===== config.mk =====
export PLATFORM = sky130hd
export DESIGN_NAME = decodeTop
export DESIGN_NICKNAME = d
export VERILOG_FILES = /design/src/rtl/decodePkg.sv /design/src/rtl/instrQueue.sv /design/src/rtl/prefixMerge.sv /design/src/rtl/instrDecoder.sv /design/src/rtl/decodeStage.sv /design/src/rtl/decodeTop.sv
export VERILOG_INCLUDE_DIRS = /design/src /design/src/rtl
export SDC_FILE = /design/constraint.sdc
export NUM_CORES = 1
export LEC_CHECK = 0
export ABC_AREA = 1
export BUFFER_PORTS_ARGS = -buffer_cell sky130_fd_sc_hd__buf_4
export CORE_AREA = 2 2 200 202
export CTS_CLUSTER_SIZE = 28
export DETAILED_ROUTE_END_ITERATION = 7
export DIE_AREA = 0 0 202 204
export SLEW_MARGIN = 20
export SYNTH_ARGS = -nofsm -noshare
export SYNTH_HDL_FRONTEND = slang
export SYNTH_SLANG_ARGS = --single-unit
export TNS_END_PERCENT = 30

===== constraint.sdc =====
create_clock -name clk -period 8.5 [get_ports clk]
set_input_delay 1.7 -clock clk [delete_from_list [all_inputs] [get_ports clk]]
set_output_delay 1.7 -clock clk [all_outputs]
set_load 0.02 [all_outputs]

===== src/rtl/decode_settings.svh =====
// Build-time constants for the instruction decode stage
// Included by the instruction queue and the top level
`ifndef DECODE_SETTINGS_SVH
`define DECODE_SETTINGS_SVH

// ==========================================================
// Instruction queue
// ==========================================================
// Words held before back-pressure reaches the host, power of two
`define QUEUE_DEPTH 8

// ==========================================================
// APB register map
// ==========================================================
`define APB_ADDR_W 4
// Write only, pushes one instruction word
`define REG_INSTR 4'h0
// Read only, fill level and prefix state
`define REG_STATUS 4'h4

`endif


===== src/rtl/decodePkg.sv =====
// Instruction formats, opcode tables and the decode record
// Shared by every module of the decode stage and by the testbench
`default_nettype none

package decodePkg;

	// ==========================================================
	// Opcodes and R2 function codes
	// ==========================================================
	typedef enum logic [5:0] {
		NOP = 6'h00, R2 = 6'h02,
		ADDI = 6'h04, ANDI = 6'h05, ORI = 6'h06, XORI = 6'h07,
		MULI = 6'h08, MULUI = 6'h09, DIVI = 6'h0A,
		LDB = 6'h10, LDBU = 6'h11, LDW = 6'h12, LDWU = 6'h13, LDT = 6'h14,
		STB = 6'h18, STW = 6'h19, STT = 6'h1A,
		JMP = 6'h20, JEQ = 6'h24, JNE = 6'h25, JLT = 6'h26, JGE = 6'h27,
		EXI = 6'h3F
	} opcodeE;

	typedef enum logic [5:0] {
		ADD = 6'h00, SUB = 6'h01, AND = 6'h02, OR = 6'h03,
		MUL = 6'h08, MULU = 6'h09, DIV = 6'h0C, DIVU = 6'h0D
	} funcE;

	typedef enum logic [1:0] {byt = 2'd0, wyde = 2'd1, tetra = 2'd2} memSizeE;

	// ==========================================================
	// Instruction formats, opcode always in bits 31:26
	// ==========================================================
	typedef struct packed {opcodeE opcode; logic [4:0] Rt; logic [4:0] Ra; logic [4:0] Rb;
		logic [4:0] pad; funcE func;} r2FormatT;
	typedef struct packed {opcodeE opcode; logic [4:0] Rt; logic [4:0] Ra;
		logic [15:0] imm16;} riFormatT;
	// RtRs is the target for loads and the data source for stores
	typedef struct packed {opcodeE opcode; logic [4:0] RtRs; logic [4:0] Ra;
		logic [15:0] disp16;} memFormatT;
	typedef struct packed {opcodeE opcode; logic [4:0] Ra; logic [4:0] Rb;
		logic [4:0] pad; logic [10:0] disp11;} jxxFormatT;
	typedef struct packed {opcodeE opcode; logic [25:0] tgt26;} jmpFormatT;
	typedef struct packed {opcodeE opcode; logic [9:0] pad; logic [15:0] hi16;} exiFormatT;

	typedef union packed {
		r2FormatT r2;
		riFormatT ri;
		memFormatT mem;
		jxxFormatT jxx;
		jmpFormatT jmp;
		exiFormatT exi;
	} instrT;

	// Instruction plus the prefix that preceded it
	typedef struct packed {instrT ir; instrT xir; logic prefixed;} instrPairT;

	// ==========================================================
	// Decode record handed to issue
	// ==========================================================
	typedef struct packed {
		logic [4:0] Ra;
		logic [4:0] Rb;
		logic [4:0] Rc;
		logic [4:0] Rt;
		logic rfwr;
		logic [31:0] imm;
		logic ld;
		logic ldz;
		logic st;
		memSizeE memsz;
		logic mul;
		logic mulu;
		logic div;
		logic divu;
		logic multiCycle;
		logic jmp;
		logic jxx;
		logic [31:0] jmptgt;
		logic prefixed;
	} decodeOutT;

endpackage

`default_nettype wire


===== src/rtl/instrQueue.sv =====
// APB slave that loads instruction words into a circular FIFO
// The oldest word sits at the head, a status read reports the fill level
`default_nettype none
`timescale 1ns/100ps
`include "decode_settings.svh"

module instrQueue
(
	input  logic clk,
	input  logic rstN,
	input  logic [`APB_ADDR_W-1:0] paddr,
	input  logic psel,
	input  logic penable,
	input  logic pwrite,
	input  logic [31:0] pwdata,
	output logic [31:0] prdata,
	output logic pready,
	output logic pslverr,
	output logic headValid,
	output decodePkg::instrT headInstr,
	input  logic headPop,
	input  logic prefixHeld
);

localparam int PTR_W = $clog2(`QUEUE_DEPTH);
localparam int CNT_W = PTR_W + 1;

decodePkg::instrT mem [`QUEUE_DEPTH];
logic [PTR_W-1:0] wrPtr;
logic [PTR_W-1:0] rdPtr;
logic [CNT_W-1:0] count;
logic access;
logic instrSel;
logic statusSel;
logic full;
logic push;

// ==========================================================
// APB decoding
// ==========================================================
assign access = psel && penable;
assign instrSel = paddr == `REG_INSTR;
assign statusSel = paddr == `REG_STATUS;
assign full = count == CNT_W'(`QUEUE_DEPTH);
assign push = access && pwrite && instrSel && !full;

// No wait states
assign pready = 1'b1;

// Overflow drops the word, status is read only
assign pslverr = access && ((pwrite && instrSel && full)
	|| (pwrite && statusSel)
	|| (!instrSel && !statusSel));

assign prdata = (psel && !pwrite && statusSel)
	? {23'd0, prefixHeld, 4'd0, 4'(count)}
	: 32'd0;

// ==========================================================
// FIFO storage
// ==========================================================
always_ff @(posedge clk)
begin
	if (push)
		mem[wrPtr] <= pwdata;
end

always_ff @(posedge clk)
begin
	if (!rstN)
	begin
		wrPtr <= '0;
		rdPtr <= '0;
		count <= '0;
	end
	else
	begin
		if (push)
			wrPtr <= wrPtr + 1'b1;
		if (headPop)
			rdPtr <= rdPtr + 1'b1;
		case ({push, headPop})
		2'b10:	count <= count + 1'b1;
		2'b01:	count <= count - 1'b1;
		default:	count <= count;
		endcase
	end
end

assign headValid = count != '0;
assign headInstr = mem[rdPtr];

// The merger only pops what is there
assert property (@(posedge clk) disable iff (!rstN) headPop |-> headValid)
	else $error("headPop with empty queue");
assert property (@(posedge clk) disable iff (!rstN) count <= CNT_W'(`QUEUE_DEPTH))
	else $error("queue count above depth");

endmodule

`default_nettype wire


===== src/rtl/prefixMerge.sv =====
// Holds an EXI prefix and attaches it to the next instruction
// Prefix words are consumed here and never reach issue on their own
`default_nettype none
`timescale 1ns/100ps

module prefixMerge
(
	input  logic clk,
	input  logic rstN,
	input  logic headValid,
	input  decodePkg::instrT headInstr,
	input  logic pairReady,
	output logic headPop,
	output logic pairValid,
	output decodePkg::instrPairT pair,
	output logic prefixHeld
);

decodePkg::instrT heldXir;
logic headIsExi;

assign headIsExi = headInstr.exi.opcode == decodePkg::EXI;

// A prefix is swallowed in one cycle, anything else waits for the stage
assign pairValid = headValid && !headIsExi;
assign headPop = headValid && (headIsExi || pairReady);

always_comb
begin
	pair.ir = headInstr;
	pair.prefixed = prefixHeld;
	if (prefixHeld)
		pair.xir = heldXir;
	else
		pair.xir = '0;
end

always_ff @(posedge clk)
begin
	if (!rstN)
		prefixHeld <= 1'b0;
	else if (headValid && headIsExi)
		prefixHeld <= 1'b1;
	else if (pairValid && pairReady)
		prefixHeld <= 1'b0;
end

// Back to back prefixes keep only the newest one
always_ff @(posedge clk)
begin
	if (headValid && headIsExi)
		heldXir <= headInstr;
end

assert property (@(posedge clk) disable iff (!rstN)
	pairValid && !pairReady |=> pairValid && $stable(pair))
	else $error("pair changed while stalled");

endmodule

`default_nettype wire


===== src/rtl/instrDecoder.sv =====
// Combinational decoder from an instruction pair to a decode record
// One case per record field, prefix bits override the upper immediate
`default_nettype none
`timescale 1ns/100ps

module instrDecoder
(
	input  decodePkg::instrPairT pair,
	output decodePkg::decodeOutT deco
);

decodePkg::instrT ir;
decodePkg::opcodeE op;
logic [31:0] imm;
logic hasImm;

assign ir = pair.ir;
assign op = pair.ir.r2.opcode;

always_comb
begin
	// ==========================================================
	// Register fields
	// ==========================================================
	// Branches carry both sources in the upper fields
	case (op)
	decodePkg::JEQ, decodePkg::JNE, decodePkg::JLT, decodePkg::JGE:
		begin
			deco.Ra = ir.jxx.Ra;
			deco.Rb = ir.jxx.Rb;
		end
	default:
		begin
			deco.Ra = ir.r2.Ra;
			deco.Rb = ir.r2.Rb;
		end
	endcase

	case (op)
	decodePkg::STB, decodePkg::STW, decodePkg::STT,
	decodePkg::JMP, decodePkg::JEQ, decodePkg::JNE, decodePkg::JLT, decodePkg::JGE:
		deco.Rt = 5'd0;
	default:	deco.Rt = ir.r2.Rt;
	endcase

	// Store data comes in on the third read port
	case (op)
	decodePkg::STB, decodePkg::STW, decodePkg::STT:	deco.Rc = ir.mem.RtRs;
	default:	deco.Rc = 5'd0;
	endcase

	case (op)
	decodePkg::R2,
	decodePkg::ADDI, decodePkg::ANDI, decodePkg::ORI, decodePkg::XORI,
	decodePkg::MULI, decodePkg::MULUI, decodePkg::DIVI,
	decodePkg::LDB, decodePkg::LDBU, decodePkg::LDW, decodePkg::LDWU, decodePkg::LDT:
		deco.rfwr = 1'b1;
	default:	deco.rfwr = 1'b0;
	endcase

	// ==========================================================
	// Memory access
	// ==========================================================
	case (op)
	decodePkg::LDB, decodePkg::LDBU, decodePkg::LDW, decodePkg::LDWU, decodePkg::LDT:
		deco.ld = 1'b1;
	default:	deco.ld = 1'b0;
	endcase

	case (op)
	decodePkg::LDBU, decodePkg::LDWU:	deco.ldz = 1'b1;
	default:	deco.ldz = 1'b0;
	endcase

	case (op)
	decodePkg::STB, decodePkg::STW, decodePkg::STT:	deco.st = 1'b1;
	default:	deco.st = 1'b0;
	endcase

	// Byte size when there is no access at all
	case (op)
	decodePkg::LDW, decodePkg::LDWU, decodePkg::STW:	deco.memsz = decodePkg::wyde;
	decodePkg::LDT, decodePkg::STT:	deco.memsz = decodePkg::tetra;
	default:	deco.memsz = decodePkg::byt;
	endcase

	// ==========================================================
	// Multiply and divide
	// ==========================================================
	deco.mul = 1'b0;
	deco.mulu = 1'b0;
	deco.div = 1'b0;
	deco.divu = 1'b0;
	case (op)
	decodePkg::R2:
		case (ir.r2.func)
		decodePkg::MUL:	deco.mul = 1'b1;
		decodePkg::MULU:	deco.mulu = 1'b1;
		decodePkg::DIV:	deco.div = 1'b1;
		decodePkg::DIVU:	deco.divu = 1'b1;
		default:	;
		endcase
	decodePkg::MULI:	deco.mul = 1'b1;
	decodePkg::MULUI:	deco.mulu = 1'b1;
	decodePkg::DIVI:	deco.div = 1'b1;
	default:	;
	endcase
	deco.multiCycle = deco.mul | deco.mulu | deco.div | deco.divu | deco.ld | deco.st;

	// ==========================================================
	// Jumps and branches
	// ==========================================================
	deco.jmp = op == decodePkg::JMP;
	case (op)
	decodePkg::JEQ, decodePkg::JNE, decodePkg::JLT, decodePkg::JGE:	deco.jxx = 1'b1;
	default:	deco.jxx = 1'b0;
	endcase

	// Word aligned targets
	if (deco.jmp)
		deco.jmptgt = {{4{ir.jmp.tgt26[25]}}, ir.jmp.tgt26, 2'b00};
	else if (deco.jxx)
		deco.jmptgt = {{19{ir.jxx.disp11[10]}}, ir.jxx.disp11, 2'b00};
	else
		deco.jmptgt = 32'd0;

	// ==========================================================
	// Immediate constant
	// ==========================================================
	hasImm = 1'b1;
	case (op)
	decodePkg::ADDI, decodePkg::MULI, decodePkg::DIVI:
		imm = {{16{ir.ri.imm16[15]}}, ir.ri.imm16};
	// Pad with ones so the upper bits survive the AND
	decodePkg::ANDI:	imm = {16'hFFFF, ir.ri.imm16};
	decodePkg::ORI, decodePkg::XORI, decodePkg::MULUI:
		imm = {16'h0000, ir.ri.imm16};
	decodePkg::LDB, decodePkg::LDBU, decodePkg::LDW, decodePkg::LDWU, decodePkg::LDT,
	decodePkg::STB, decodePkg::STW, decodePkg::STT:
		imm = {{16{ir.mem.disp16[15]}}, ir.mem.disp16};
	default:
		begin
			imm = 32'd0;
			hasImm = 1'b0;
		end
	endcase
	if (pair.prefixed && hasImm)
		imm = {pair.xir.exi.hi16, imm[15:0]};
	deco.imm = imm;
	deco.prefixed = pair.prefixed;
end

endmodule

`default_nettype wire


===== src/rtl/decodeStage.sv =====
// Output pipeline register for the decode record
// One entry with valid/ready handshake, streams a record per cycle
`default_nettype none
`timescale 1ns/100ps

module decodeStage
(
	input  logic clk,
	input  logic rstN,
	input  logic pairValid,
	input  decodePkg::decodeOutT deco,
	input  logic decReady,
	output logic pairReady,
	output logic decValid,
	output decodePkg::decodeOutT decOut
);

// Accept when empty or when the current record leaves this cycle
assign pairReady = !decValid || decReady;

always_ff @(posedge clk)
begin
	if (!rstN)
		decValid <= 1'b0;
	else if (pairReady)
		decValid <= pairValid;
end

always_ff @(posedge clk)
begin
	if (pairValid && pairReady)
		decOut <= deco;
end

// ==========================================================
// Handshake rules
// ==========================================================
// A stalled record is held until issue takes it
assert property (@(posedge clk) disable iff (!rstN)
	decValid && !decReady |=> decValid && $stable(decOut))
	else $error("decOut changed while stalled");

endmodule

`default_nettype wire


===== src/rtl/decodeTop.sv =====
// Decode stage top level, APB loading on one side and issue handshake on the other
// Queue feeds the prefix merger, the decoder and the output register
`default_nettype none
`timescale 1ns/100ps
`include "decode_settings.svh"

module decodeTop
(
	input  logic clk,
	input  logic rstN,
	input  logic [`APB_ADDR_W-1:0] paddr,
	input  logic psel,
	input  logic penable,
	input  logic pwrite,
	input  logic [31:0] pwdata,
	output logic [31:0] prdata,
	output logic pready,
	output logic pslverr,
	output logic decValid,
	output decodePkg::decodeOutT decOut,
	input  logic decReady
);

logic headValid;
logic headPop;
logic prefixHeld;
logic pairValid;
logic pairReady;
decodePkg::instrT headInstr;
decodePkg::instrPairT pair;
decodePkg::decodeOutT deco;

instrQueue queue_i (.clk, .rstN, .paddr, .psel, .penable, .pwrite, .pwdata, .prdata,
	.pready, .pslverr, .headValid, .headInstr, .headPop, .prefixHeld);

prefixMerge merge_i (.clk, .rstN, .headValid, .headInstr, .pairReady, .headPop,
	.pairValid, .pair, .prefixHeld);

instrDecoder decoder_i (.pair, .deco);

decodeStage stage_i (.clk, .rstN, .pairValid, .deco, .decReady, .pairReady,
	.decValid, .decOut);

endmodule

`default_nettype wire


==> results.sh, run 1 <==
export IMPL_path_max_fanout=5
export IMPL_report_final_slew_viol_count=0
export IMPL_grt_pass1_wl_um=54000
export IMPL_ioPinCount=175
export IMPL_cts_buffer_depth=3
export IMPL_cts_sinks=379
export IMPL_internal_power_uw=4050
export IMPL_maxSlewHeadroom=0.330
export IMPL_numCtsBuffers=38
export IMPL_grt_max_degree=94
export IMPL_min_period_over_period=0.515
export IMPL_drt_iter0_drc=821
export IMPL_hold_violations=0
export IMPL_worst_setup_path_end_kind="output pin"
export IMPL_post_cts_buffers=0
export IMPL_htreeDepth=2
export IMPL_max_freq_mhz=228
export IMPL_ant_nets=0
export IMPL_drt_pass1_iter_count=5
export IMPL_dpl_hpwl_um=21100
export IMPL_area_growth_pct=17.3
export IMPL_die_y_um=204
export IMPL_synth_area_mm2=0.0154
export IMPL_rows=73
export IMPL_comb_power_share=0.342
export IMPL_drc=0
export IMPL_clk_pin_slew_ps=60
export IMPL_critical_path_class="input pin to output pin"
export IMPL_tightest_slew_ps=1000
export IMPL_rsz0062_at_grt="false"
export IMPL_yosys_area_top_type="edfxtp_1"
export IMPL_dieArea_mm2=0.0412
export IMPL_p_per_area_mw_per_mm2=353
export IMPL_syn_inst=1296
export IMPL_antenna_found_initial=4
export IMPL_power_switching_uw=2340
export IMPL_synth_area_leaders="edfxtp_1 (71%), nand2_1 (5.2%), o21ai_0 (4.7%), nor2_1 (4.2%), inv_1 (2.8%)"
export IMPL_ys_types=32
export IMPL_cts_tree="done"
export IMPL_start_util=0.394
export IMPL_fillers=3550
export IMPL_final_core_util=0.462
export IMPL_drive_gt1_frac=0.164
export IMPL_routabilityCongestion=0.847
export IMPL_core_area_mm2=0.0392
export IMPL_grt_usage=0.170
export IMPL_grt_pass1_vias=9244
export IMPL_ir_drop_uv=173
export IMPL_vias_per_cell=4.92
export IMPL_fin_crit_ps=4380
export IMPL_worstPathRequired_ps=6800
export IMPL_final_setup_tns_ps=0
export IMPL_synth_seq_area_share=0.727
export IMPL_worstPathArrival_ps=2680
export IMPL_vias=9783
export IMPL_gr_total_overflow=0
export IMPL_layout_nets=1480
export IMPL_wirelength_um=35200
export IMPL_skew_ps=10.5
export IMPL_setup_violations=0
export IMPL_root_buffer="clkbuf_16"
export IMPL_ys_seq_elements=379
export IMPL_p_sw_frac=0.366
export IMPL_ctsHoldBuffers=0
export IMPL_io_buffers=144
export IMPL_power_frac_seq=0.407
export IMPL_p_leak_uw=0.00711
export IMPL_ctsResizeCount=0
export IMPL_hold_path_class="flop to flop"
export IMPL_synth_top_cell_area_share=0.708
export IMPL_clk_latency_ps=530
export IMPL_final_cell_mix="edfxtp_1 (364), nand2_1 (213), nor2_1 (173), buf_4 (161), o21ai_0 (145)"
export IMPL_drt_wirelength_per_cell_um=17.7
export IMPL_layout_commonest_cell="edfxtp_1"
export IMPL_drv_cap=0
export IMPL_clock_power_share=0.251
export IMPL_outcome="complete, no violations"
export IMPL_critPathLaunchType="input pin"
export IMPL_ys_warn_count=0
export IMPL_die_x_um=202
export IMPL_synth_area_per_cell_um2=11.9
==> worst paths after layout <==
check                    from                 end  slack [ps]  depth (start not counted)
max                  paddr[1]           prdata[3]        4120                          7
min          queue_i.rdPtr[2]    queue_i.rdPtr[2]         460                          2
max reg2reg              flop  stage_i.decOut[82]        4380                         13
min reg2reg  queue_i.rdPtr[2]    queue_i.rdPtr[2]         460                          2
==> flip-flops by register name (all words and copies together) (netlist names), named ones only <==
signal,flops
queue_i.mem,256
stage_i.decOut,92
merge_i.heldXir,16
queue_i.count,4
queue_i.rdPtr,3
queue_i.wrPtr,3
merge_i.prefixHeld,1
stage_i.decValid,1
==> cell usage after synthesis <==
library cell / instances
edfxtp_1: 364
nand2_1: 213
nor2_1: 173
o21ai_0: 145
inv_1: 116
nand3_1: 62
buf_4: 38
o22ai_1: 38
buf_2: 27
clkbuf_1: 18
a21oi_1: 16
dfxtp_1: 15
o21ai_1: 12
nor3_1: 11
buf_1: 5
ha_1: 5
inv_2: 5
o221ai_1: 5
buf_6: 4
nand4_1: 4
nand2_2: 3
xor2_1: 3
conb_1: 2
nand3_2: 2
nor2_2: 2
nor2_4: 2
a221oi_1: 1
nand3b_1: 1
nor3b_1: 1
nor4_1: 1
o21bai_1: 1
xnor2_1: 1
==> kinds of logic after synthesis <==
logic type      after synthesis  share of synthesized area
flops                       379                      0.727
simple gates                475                      0.125
fa+ha+maj                     5                    0.00405
compound gates              218                     0.0754
buf+inv                     213                     0.0652
xor+xnor                      4                    0.00227
other cells                   2                   0.000486
==> routing by layer <==
metal,global-route usage,routed length [um],vias to the layer above
met2,0.282,16700,365
met3,0.0364,2730,60
met4,0.0515,753,2
met5,0,12,-
li1,-,-,4697
met1,0.225,15000,4659
==> power by group through the flow <==
stage               registers, uW  logic, uW  clock network (uW)
finish                       2600       2190                1610
global placement             2640       2160                   0
detailed placement           2640       2190                   0
floorplan                    2870       1210                   0
CTS                          2600       2200                1640
global route                 2630       2430                1710
==> final cells by class <==
| cell class | instances | area [um2] | area share |
|---|---|---|---|
| Tap cell | 525 | 657 | 0.0363 |
| Sequential cell | 379 | 11200 | 0.621 |
| Clock inverter | 22 | 189 | 0.0104 |
| Timing Repair Buffer | 161 | 1210 | 0.0668 |
| Multi-Input combinational cell | 732 | 3350 | 0.185 |
| Clock buffer | 46 | 1000 | 0.0554 |
| Inverter | 121 | 455 | 0.0252 |
| Antenna cell | 3 | 7.51 | 0.000415 |
==> worst max-delay path, stage by stage <==
cell and delay, ps:
buf_4 100, nor2_1 90, inv_1 40, nor2_1 170, nand4_1 230, nor2_1 180, buf_4 160
==> through the flow <==
| stage | hold slack [ps] | total power (uW) | setup WS (ps) | cells | area (um2) |
|---|---|---|---|---|---|
| floorplan | 406 | 4080 | 3160 | 1324 | 15500 |
| global placement | 455 | 4800 | 4110 | 1918 | 16900 |
| detailed placement | 451 | 4830 | 4120 | 1918 | 16900 |
| CTS | 465 | 6450 | 4120 | 1986 | 18100 |
| global route | 515 | 6770 | 3860 | 1987 | 18100 |
| finish | 461 | 6390 | 4120 | 1989 | 18100 |
Note: power is estimated with default switching activity, not from simulation.
==> inputs of run 2 (changes only) <==
==> constraint.sdc (replaced) <==
create_clock -name clk -period 3.96 [get_ports clk]
set_input_delay 0.792 -clock clk [delete_from_list [all_inputs] [get_ports clk]]
set_output_delay 0.792 -clock clk [all_outputs]
set_load 0.02 [all_outputs]
==> results.sh, run 2 (same netlist as run 1, synthesis figures left out) <==
export IMPL_max_stage_delay_ps=600
export IMPL_final_core_util=0.463
export IMPL_start_util=0.394
export IMPL_clk_latency_ps=540
export IMPL_drc=0
export IMPL_hold_violations=0
export IMPL_critical_path_depth=17
export IMPL_largest_reg_flops=256
export IMPL_grt_pass1_vias=9494
export IMPL_min_period_over_period=0.843
export IMPL_dieArea_mm2=0.0412
export IMPL_power_switching_uw=5030
export IMPL_drive_gt1_frac=0.169
export IMPL_p_per_area_mw_per_mm2=754
export IMPL_fillers=3520
export IMPL_routabilityCongestion=0.841
export IMPL_maxSlewHeadroom=0.538
export IMPL_tightest_slew_ps=686
export IMPL_post_cts_buffers=0
export IMPL_drt_wirelength_per_cell_um=17.7
export IMPL_die_y_um=204
export IMPL_io_buffers=144
export IMPL_final_cell_mix="edfxtp_1 (364), nand2_1 (213), nor2_1 (173), buf_4 (167), o21ai_0 (145)"
export IMPL_htreeDepth=2
export IMPL_worstPathRequired_ps=4390
export IMPL_grt_max_degree=77
export IMPL_path_max_fanout=37
export IMPL_ir_drop_uv=429
export IMPL_power_frac_seq=0.405
export IMPL_critical_path_class="flop to flop"
export IMPL_layout_commonest_cell="edfxtp_1"
export IMPL_grt_usage=0.169
export IMPL_dpl_hpwl_um=22000
export IMPL_drv_cap=0
export IMPL_drt_pass1_iter_count=5
export IMPL_hold_depth=1
export IMPL_cts_sinks=379
export IMPL_layout_nets=1488
export IMPL_max_freq_mhz=300
export IMPL_fin_hold_ws_ps=482
export IMPL_fin_crit_ps=3340
export IMPL_multiInputGateArea_mm2=0.00335
export IMPL_cp_common_cell="nand2_1"
export IMPL_grt_pass1_wl_um=53800
export IMPL_crit_buf_inv=2
export IMPL_p_sw_frac=0.367
export IMPL_report_final_slew_viol_count=0
export IMPL_skew_ps=15.7
export IMPL_die_x_um=202
export IMPL_vias_per_cell=4.91
export IMPL_crit_slowest_cell="dfxtp_4"
export IMPL_final_area_mm2=0.0182
export IMPL_worstPathArrival_ps=3770
export IMPL_clock_power_share=0.248
export IMPL_clk_pin_slew_ps=60
export IMPL_cp_cell_sequence="inv_2 -> nand2_1 -> nand3_1 -> nand2_1 -> nand2_1 -> nand2_1 -> nand2_1 -> nor2_1 -> nand3b_1 -> nand2_1 -> ha_1 -> xor2_1 -> ha_1 -> a21oi_1 -> xor2_1 -> o21ai_0 -> inv_1"
export IMPL_setup_violations=0
export IMPL_vias=9796
export IMPL_rsz0062_at_grt="false"
export IMPL_layout_area_seq_mm2=0.0112
export IMPL_worst_setup_path_end_kind="flop"
export IMPL_reg2reg_depth=17
export IMPL_hold_path_class="input pin to flop"
export IMPL_ctsHoldBuffers=0
export IMPL_critPathLaunchType="flop"
export IMPL_wirelength_um=35300
export IMPL_comb_power_share=0.346
export IMPL_drt_iter0_drc=702
export IMPL_ctsResizeCount=0
export IMPL_area_growth_pct=17.6
export IMPL_root_buffer="clkbuf_16"
export IMPL_ioPinCount=175
export IMPL_gr_total_overflow=0
export IMPL_critPathTopFamily="simple AND/OR/NAND/NOR gates"
export IMPL_internal_power_uw=8670
export IMPL_antenna_found_initial=1
export IMPL_p_leak_uw=0.00715
export IMPL_core_area_mm2=0.0392
export IMPL_cts_buffer_depth=3
export IMPL_dpl_cell_area_mm2=0.0170
export IMPL_largest_register="queue_i.mem"
export IMPL_ant_nets=0
export IMPL_outcome="complete, no violations"
export IMPL_rows=73
export IMPL_numCtsBuffers=39
export IMPL_cts_tree="done"
export IMPL_top_regs="queue_i.mem x256, stage_i.decOut x92, merge_i.heldXir x16"
export IMPL_antenna_cells=0
## run 2: cell count changes in the layout (fill, tap and decap cells not counted)
cell        previous run  this run
buf_12                 0         1
inv_6                  2         1
clkbuf_16             39        40
bufinv_16              3         1
clkinvlp_4             2         1
clkinv_2               9        10
clkinv_8               0         1
clkinv_4               0         2
diode_2                3         0
buf_4                161       167
clkinv_1               7         9
## run 2: power groups by stage
stage	clock network [uW]	registers [uW]	logic, uW
after floorplan	0	6170	2590
after global placement	0	5650	4680
after detailed placement	0	5640	4770
after CTS	3490	5560	4780
after global routing	3620	5620	5240
final	3400	5550	4740
## run 2: path summary, 6_finish.rpt
path | start | end | slack [ps]
max | flop | queue_i.count[2] | 620
min | pwdata[9] | queue_i.mem[7][9] | 480
max reg2reg | flop | queue_i.count[2] | 620
min reg2reg | queue_i.rdPtr[2] | flop | 480
## run 2: through the flow
step | setup TNS (ps) | total power (uW) | setup slack, ps | instances
2_1_floorplan | -103710 | 8760 | -473 | 1324
3_3_place_gp | 0 | 10300 | 775 | 1925
3_5_place_dp | 0 | 10400 | 660 | 1925
4_1_cts | 0 | 13800 | 657 | 1996
5_1_grt | 0 | 14500 | 236 | 1996
6_report | 0 | 13700 | 623 | 1996
## run 2: layout make-up
type	count	area share
Tap cell	525	0.0362
Clock buffer	47	0.0566
Inverter	121	0.0251
Clock inverter	24	0.00875
Timing Repair Buffer	168	0.0702
Sequential cell	379	0.619
Multi-Input combinational cell	732	0.184
## run 2: layer usage
metal / global-route usage / share of wire / routed length, um / vias up
li1: - / - / - / 4709
met1: 0.225 / 0.44 / 15600 / 4703
met2: 0.278 / 0.47 / 16500 / 325
met3: 0.0306 / 0.063 / 2240 / 57
met4: 0.0622 / 0.026 / 929 / 2
met5: 0 / 0.00023 / 8 / -
## run 2: worst register-to-register path, delay by kind of cell (launching register included)
kind,cells,cell delay (ps)
XOR/XNOR,2,410
flip-flops,1,600
AND/OR/NAND/NOR,9,1220
AO/OA/AOI/OAI,2,200
buffers and inverters,2,360
adder cells (fa/ha/maj),2,450
==> inputs of run 3 (changes only) <==
==> constraint.sdc (replaced) <==
create_clock -name clk -period 2.8 [get_ports clk]
set_input_delay 0.56 -clock clk [delete_from_list [all_inputs] [get_ports clk]]
set_output_delay 0.56 -clock clk [all_outputs]
set_load 0.02 [all_outputs]
==> results.sh, run 3 (same netlist as run 1, synthesis figures left out) <==
export IMPL_outcome="complete, no violations"
export IMPL_layout_commonest_cell="edfxtp_1"
export IMPL_largest_register="queue_i.mem"
export IMPL_area_growth_pct=19.9
export IMPL_report_final_slew_viol_count=0
export IMPL_die_y_um=204
export IMPL_fin_crit_ps=2660
export IMPL_hold_violations=0
export IMPL_dpl_hpwl_um=22100
export IMPL_final_area_mm2=0.0185
export IMPL_worstPathRequired_ps=3180
export IMPL_drt_pass1_iter_count=5
export IMPL_root_buffer="clkbuf_16"
export IMPL_met2_usage=0.273
export IMPL_hold_path_class="input pin to flop"
export IMPL_clk_latency_ps=530
export IMPL_htreeDepth=2
export IMPL_grt_busiest_layer="met2"
export IMPL_cts_tree="done"
export IMPL_vias=9810
export IMPL_grtUsageMet3=0.0273
export IMPL_hold_depth=1
export IMPL_drc=0
export IMPL_clock_power_share=0.236
export IMPL_critPathLaunchType="flop"
export IMPL_p_per_area_mw_per_mm2=1050
export IMPL_wirelength_um=34700
export IMPL_grt_pass1_wl_um=53600
export IMPL_maxSlewHeadroom=0.573
export IMPL_fillers=3461
export IMPL_grt_pass1_vias=9399
export IMPL_worst_setup_path_end_kind="flop"
export IMPL_min_period_over_period=0.950
export IMPL_post_cts_buffers=0
export IMPL_final_cell_mix="edfxtp_1 (364), nand2_1 (211), buf_4 (177), nor2_1 (171), o21ai_0 (145)"
export IMPL_routabilityCongestion=0.839
export IMPL_cp_cell_sequence="inv_2 -> buf_6 -> nor2_1 -> o21ai_0 -> nand2_1 -> o21ai_1 -> inv_1 -> nor2_1 -> nor3b_1 -> a21oi_1 -> nand3_1"
export IMPL_met1_usage=0.231
export IMPL_reg2reg_depth=11
export IMPL_cts_sinks=379
export IMPL_drive_gt1_frac=0.181
export IMPL_vias_per_cell=4.86
export IMPL_p_sw_frac=0.364
export IMPL_antenna_found_initial=2
export IMPL_die_x_um=202
export IMPL_ioPinCount=175
export IMPL_dieArea_mm2=0.0412
export IMPL_p_leak_uw=0.00729
export IMPL_max_stage_delay_ps=420
export IMPL_drt_iter0_drc=804
export IMPL_tightest_slew_ps=640
export IMPL_core_area_mm2=0.0392
export IMPL_gr_total_overflow=0
export IMPL_ant_nets=0
export IMPL_grt_usage=0.168
export IMPL_grt_max_degree=105
export IMPL_power_frac_seq=0.399
export IMPL_power_uw=19500
export IMPL_top_regs="queue_i.mem x256, stage_i.decOut x92, merge_i.heldXir x16"
export IMPL_power_switching_uw=7080
export IMPL_cts_buffer_depth=3
export IMPL_largest_reg_flops=256
export IMPL_numCtsBuffers=38
export IMPL_rows=73
export IMPL_critical_path_class="flop to flop"
export IMPL_min_delay_start="pwdata[0]"
export IMPL_reg2reg_slack_ps=140
export IMPL_cp_common_cell="nor2_1"
export IMPL_holdPathEnd="queue_i.mem[0][0]"
export IMPL_crit_slowest_cell="o21ai_1"
export IMPL_path_max_fanout=51
export IMPL_max_freq_mhz=376
export IMPL_io_buffers=144
export IMPL_rsz0062_at_grt="true"
export IMPL_layout_nets=1512
export IMPL_dpl_cell_area_mm2=0.0174
export IMPL_comb_power_share=0.365
export IMPL_r2r_end="stage_i.decOut[35]"
export IMPL_internal_power_uw=12400
export IMPL_start_util=0.394
export IMPL_ir_drop_uv=519
export IMPL_skew_ps=12.1
export IMPL_worstPathArrival_ps=3040
export IMPL_fin_hold_ws_ps=263
export IMPL_drt_wirelength_per_cell_um=17.2
export IMPL_clk_pin_slew_ps=60
export IMPL_setup_violations=0
export IMPL_drv_cap=0
run 3: routing by layer:
metal / vias up / wire [um]
met5: - / 0
met4: 0 / 938
met3: 65 / 1940
met2: 298 / 16100
met1: 4690 / 15700
li1: 4757 / -
run 3: critical path, delay by kind of cell (launching register included):
family	cells	cell delay, ps
and+or+nand+nor	5	700
DFF	1	330
AOI/OAI and AO/OA	3	630
buffers and inverters	3	810
run 3: power groups by stage:
stage / registers (uW) / logic [uW] / clock network, uW
after floorplan: 8700 / 3670 / 0
after global placement: 7890 / 7000 / 0
after detailed placement: 7900 / 7090 / 0
after CTS: 7780 / 7100 / 4710
after global routing: 7840 / 7900 / 4920
final: 7760 / 7110 / 4590
run 3: final cells by class:
class	instances	area [um2]	share of cell area
well taps	525	657	0.0355
multi-input cells	732	3430	0.185
clock inverters	12	91.3	0.00494
repair buffers	193	1630	0.0878
inverters	121	458	0.0247
clock buffers	53	1010	0.0544
diodes	2	5.00	0.000270
flip-flops and latches	379	11200	0.607
run 3: metrics by stage:
step / cells / util / TNS (ps) / worst slack [ps]
after floorplan: 1324 / - / -113850 / -443
after global placement: 1950 / 0.443 / -64.4 / -64.4
after detailed placement: 1950 / 0.443 / -171 / -123
after CTS: 2015 / 0.471 / 0 / 13.8
after global routing: 2017 / 0.472 / -12.5 / -12.5
final: 2017 / 0.472 / 0 / 141
run 3: what timing repair did:
item | CTS | global route
endpoints found under the setup margin | 2 | 12
resized for setup | 1 | 10
cloned | 0 | 0
hold buffers | 0 | 0
run 3: how the worst max path moves through the flow:
stage	cells past startpoint	slack, ps	to	from
6_report	11	140	stage_i.decOut[35]	flop
2_1_floorplan	9	-440	queue_i.mem[1][0]	paddr[1]
3_5_place_dp	14	-120	queue_i.count[2]	paddr[1]
5_1_grt	18	-10	queue_i.count[2]	flop
3_3_place_gp	14	-60	queue_i.count[2]	paddr[1]
4_1_cts	18	10	queue_i.count[2]	flop
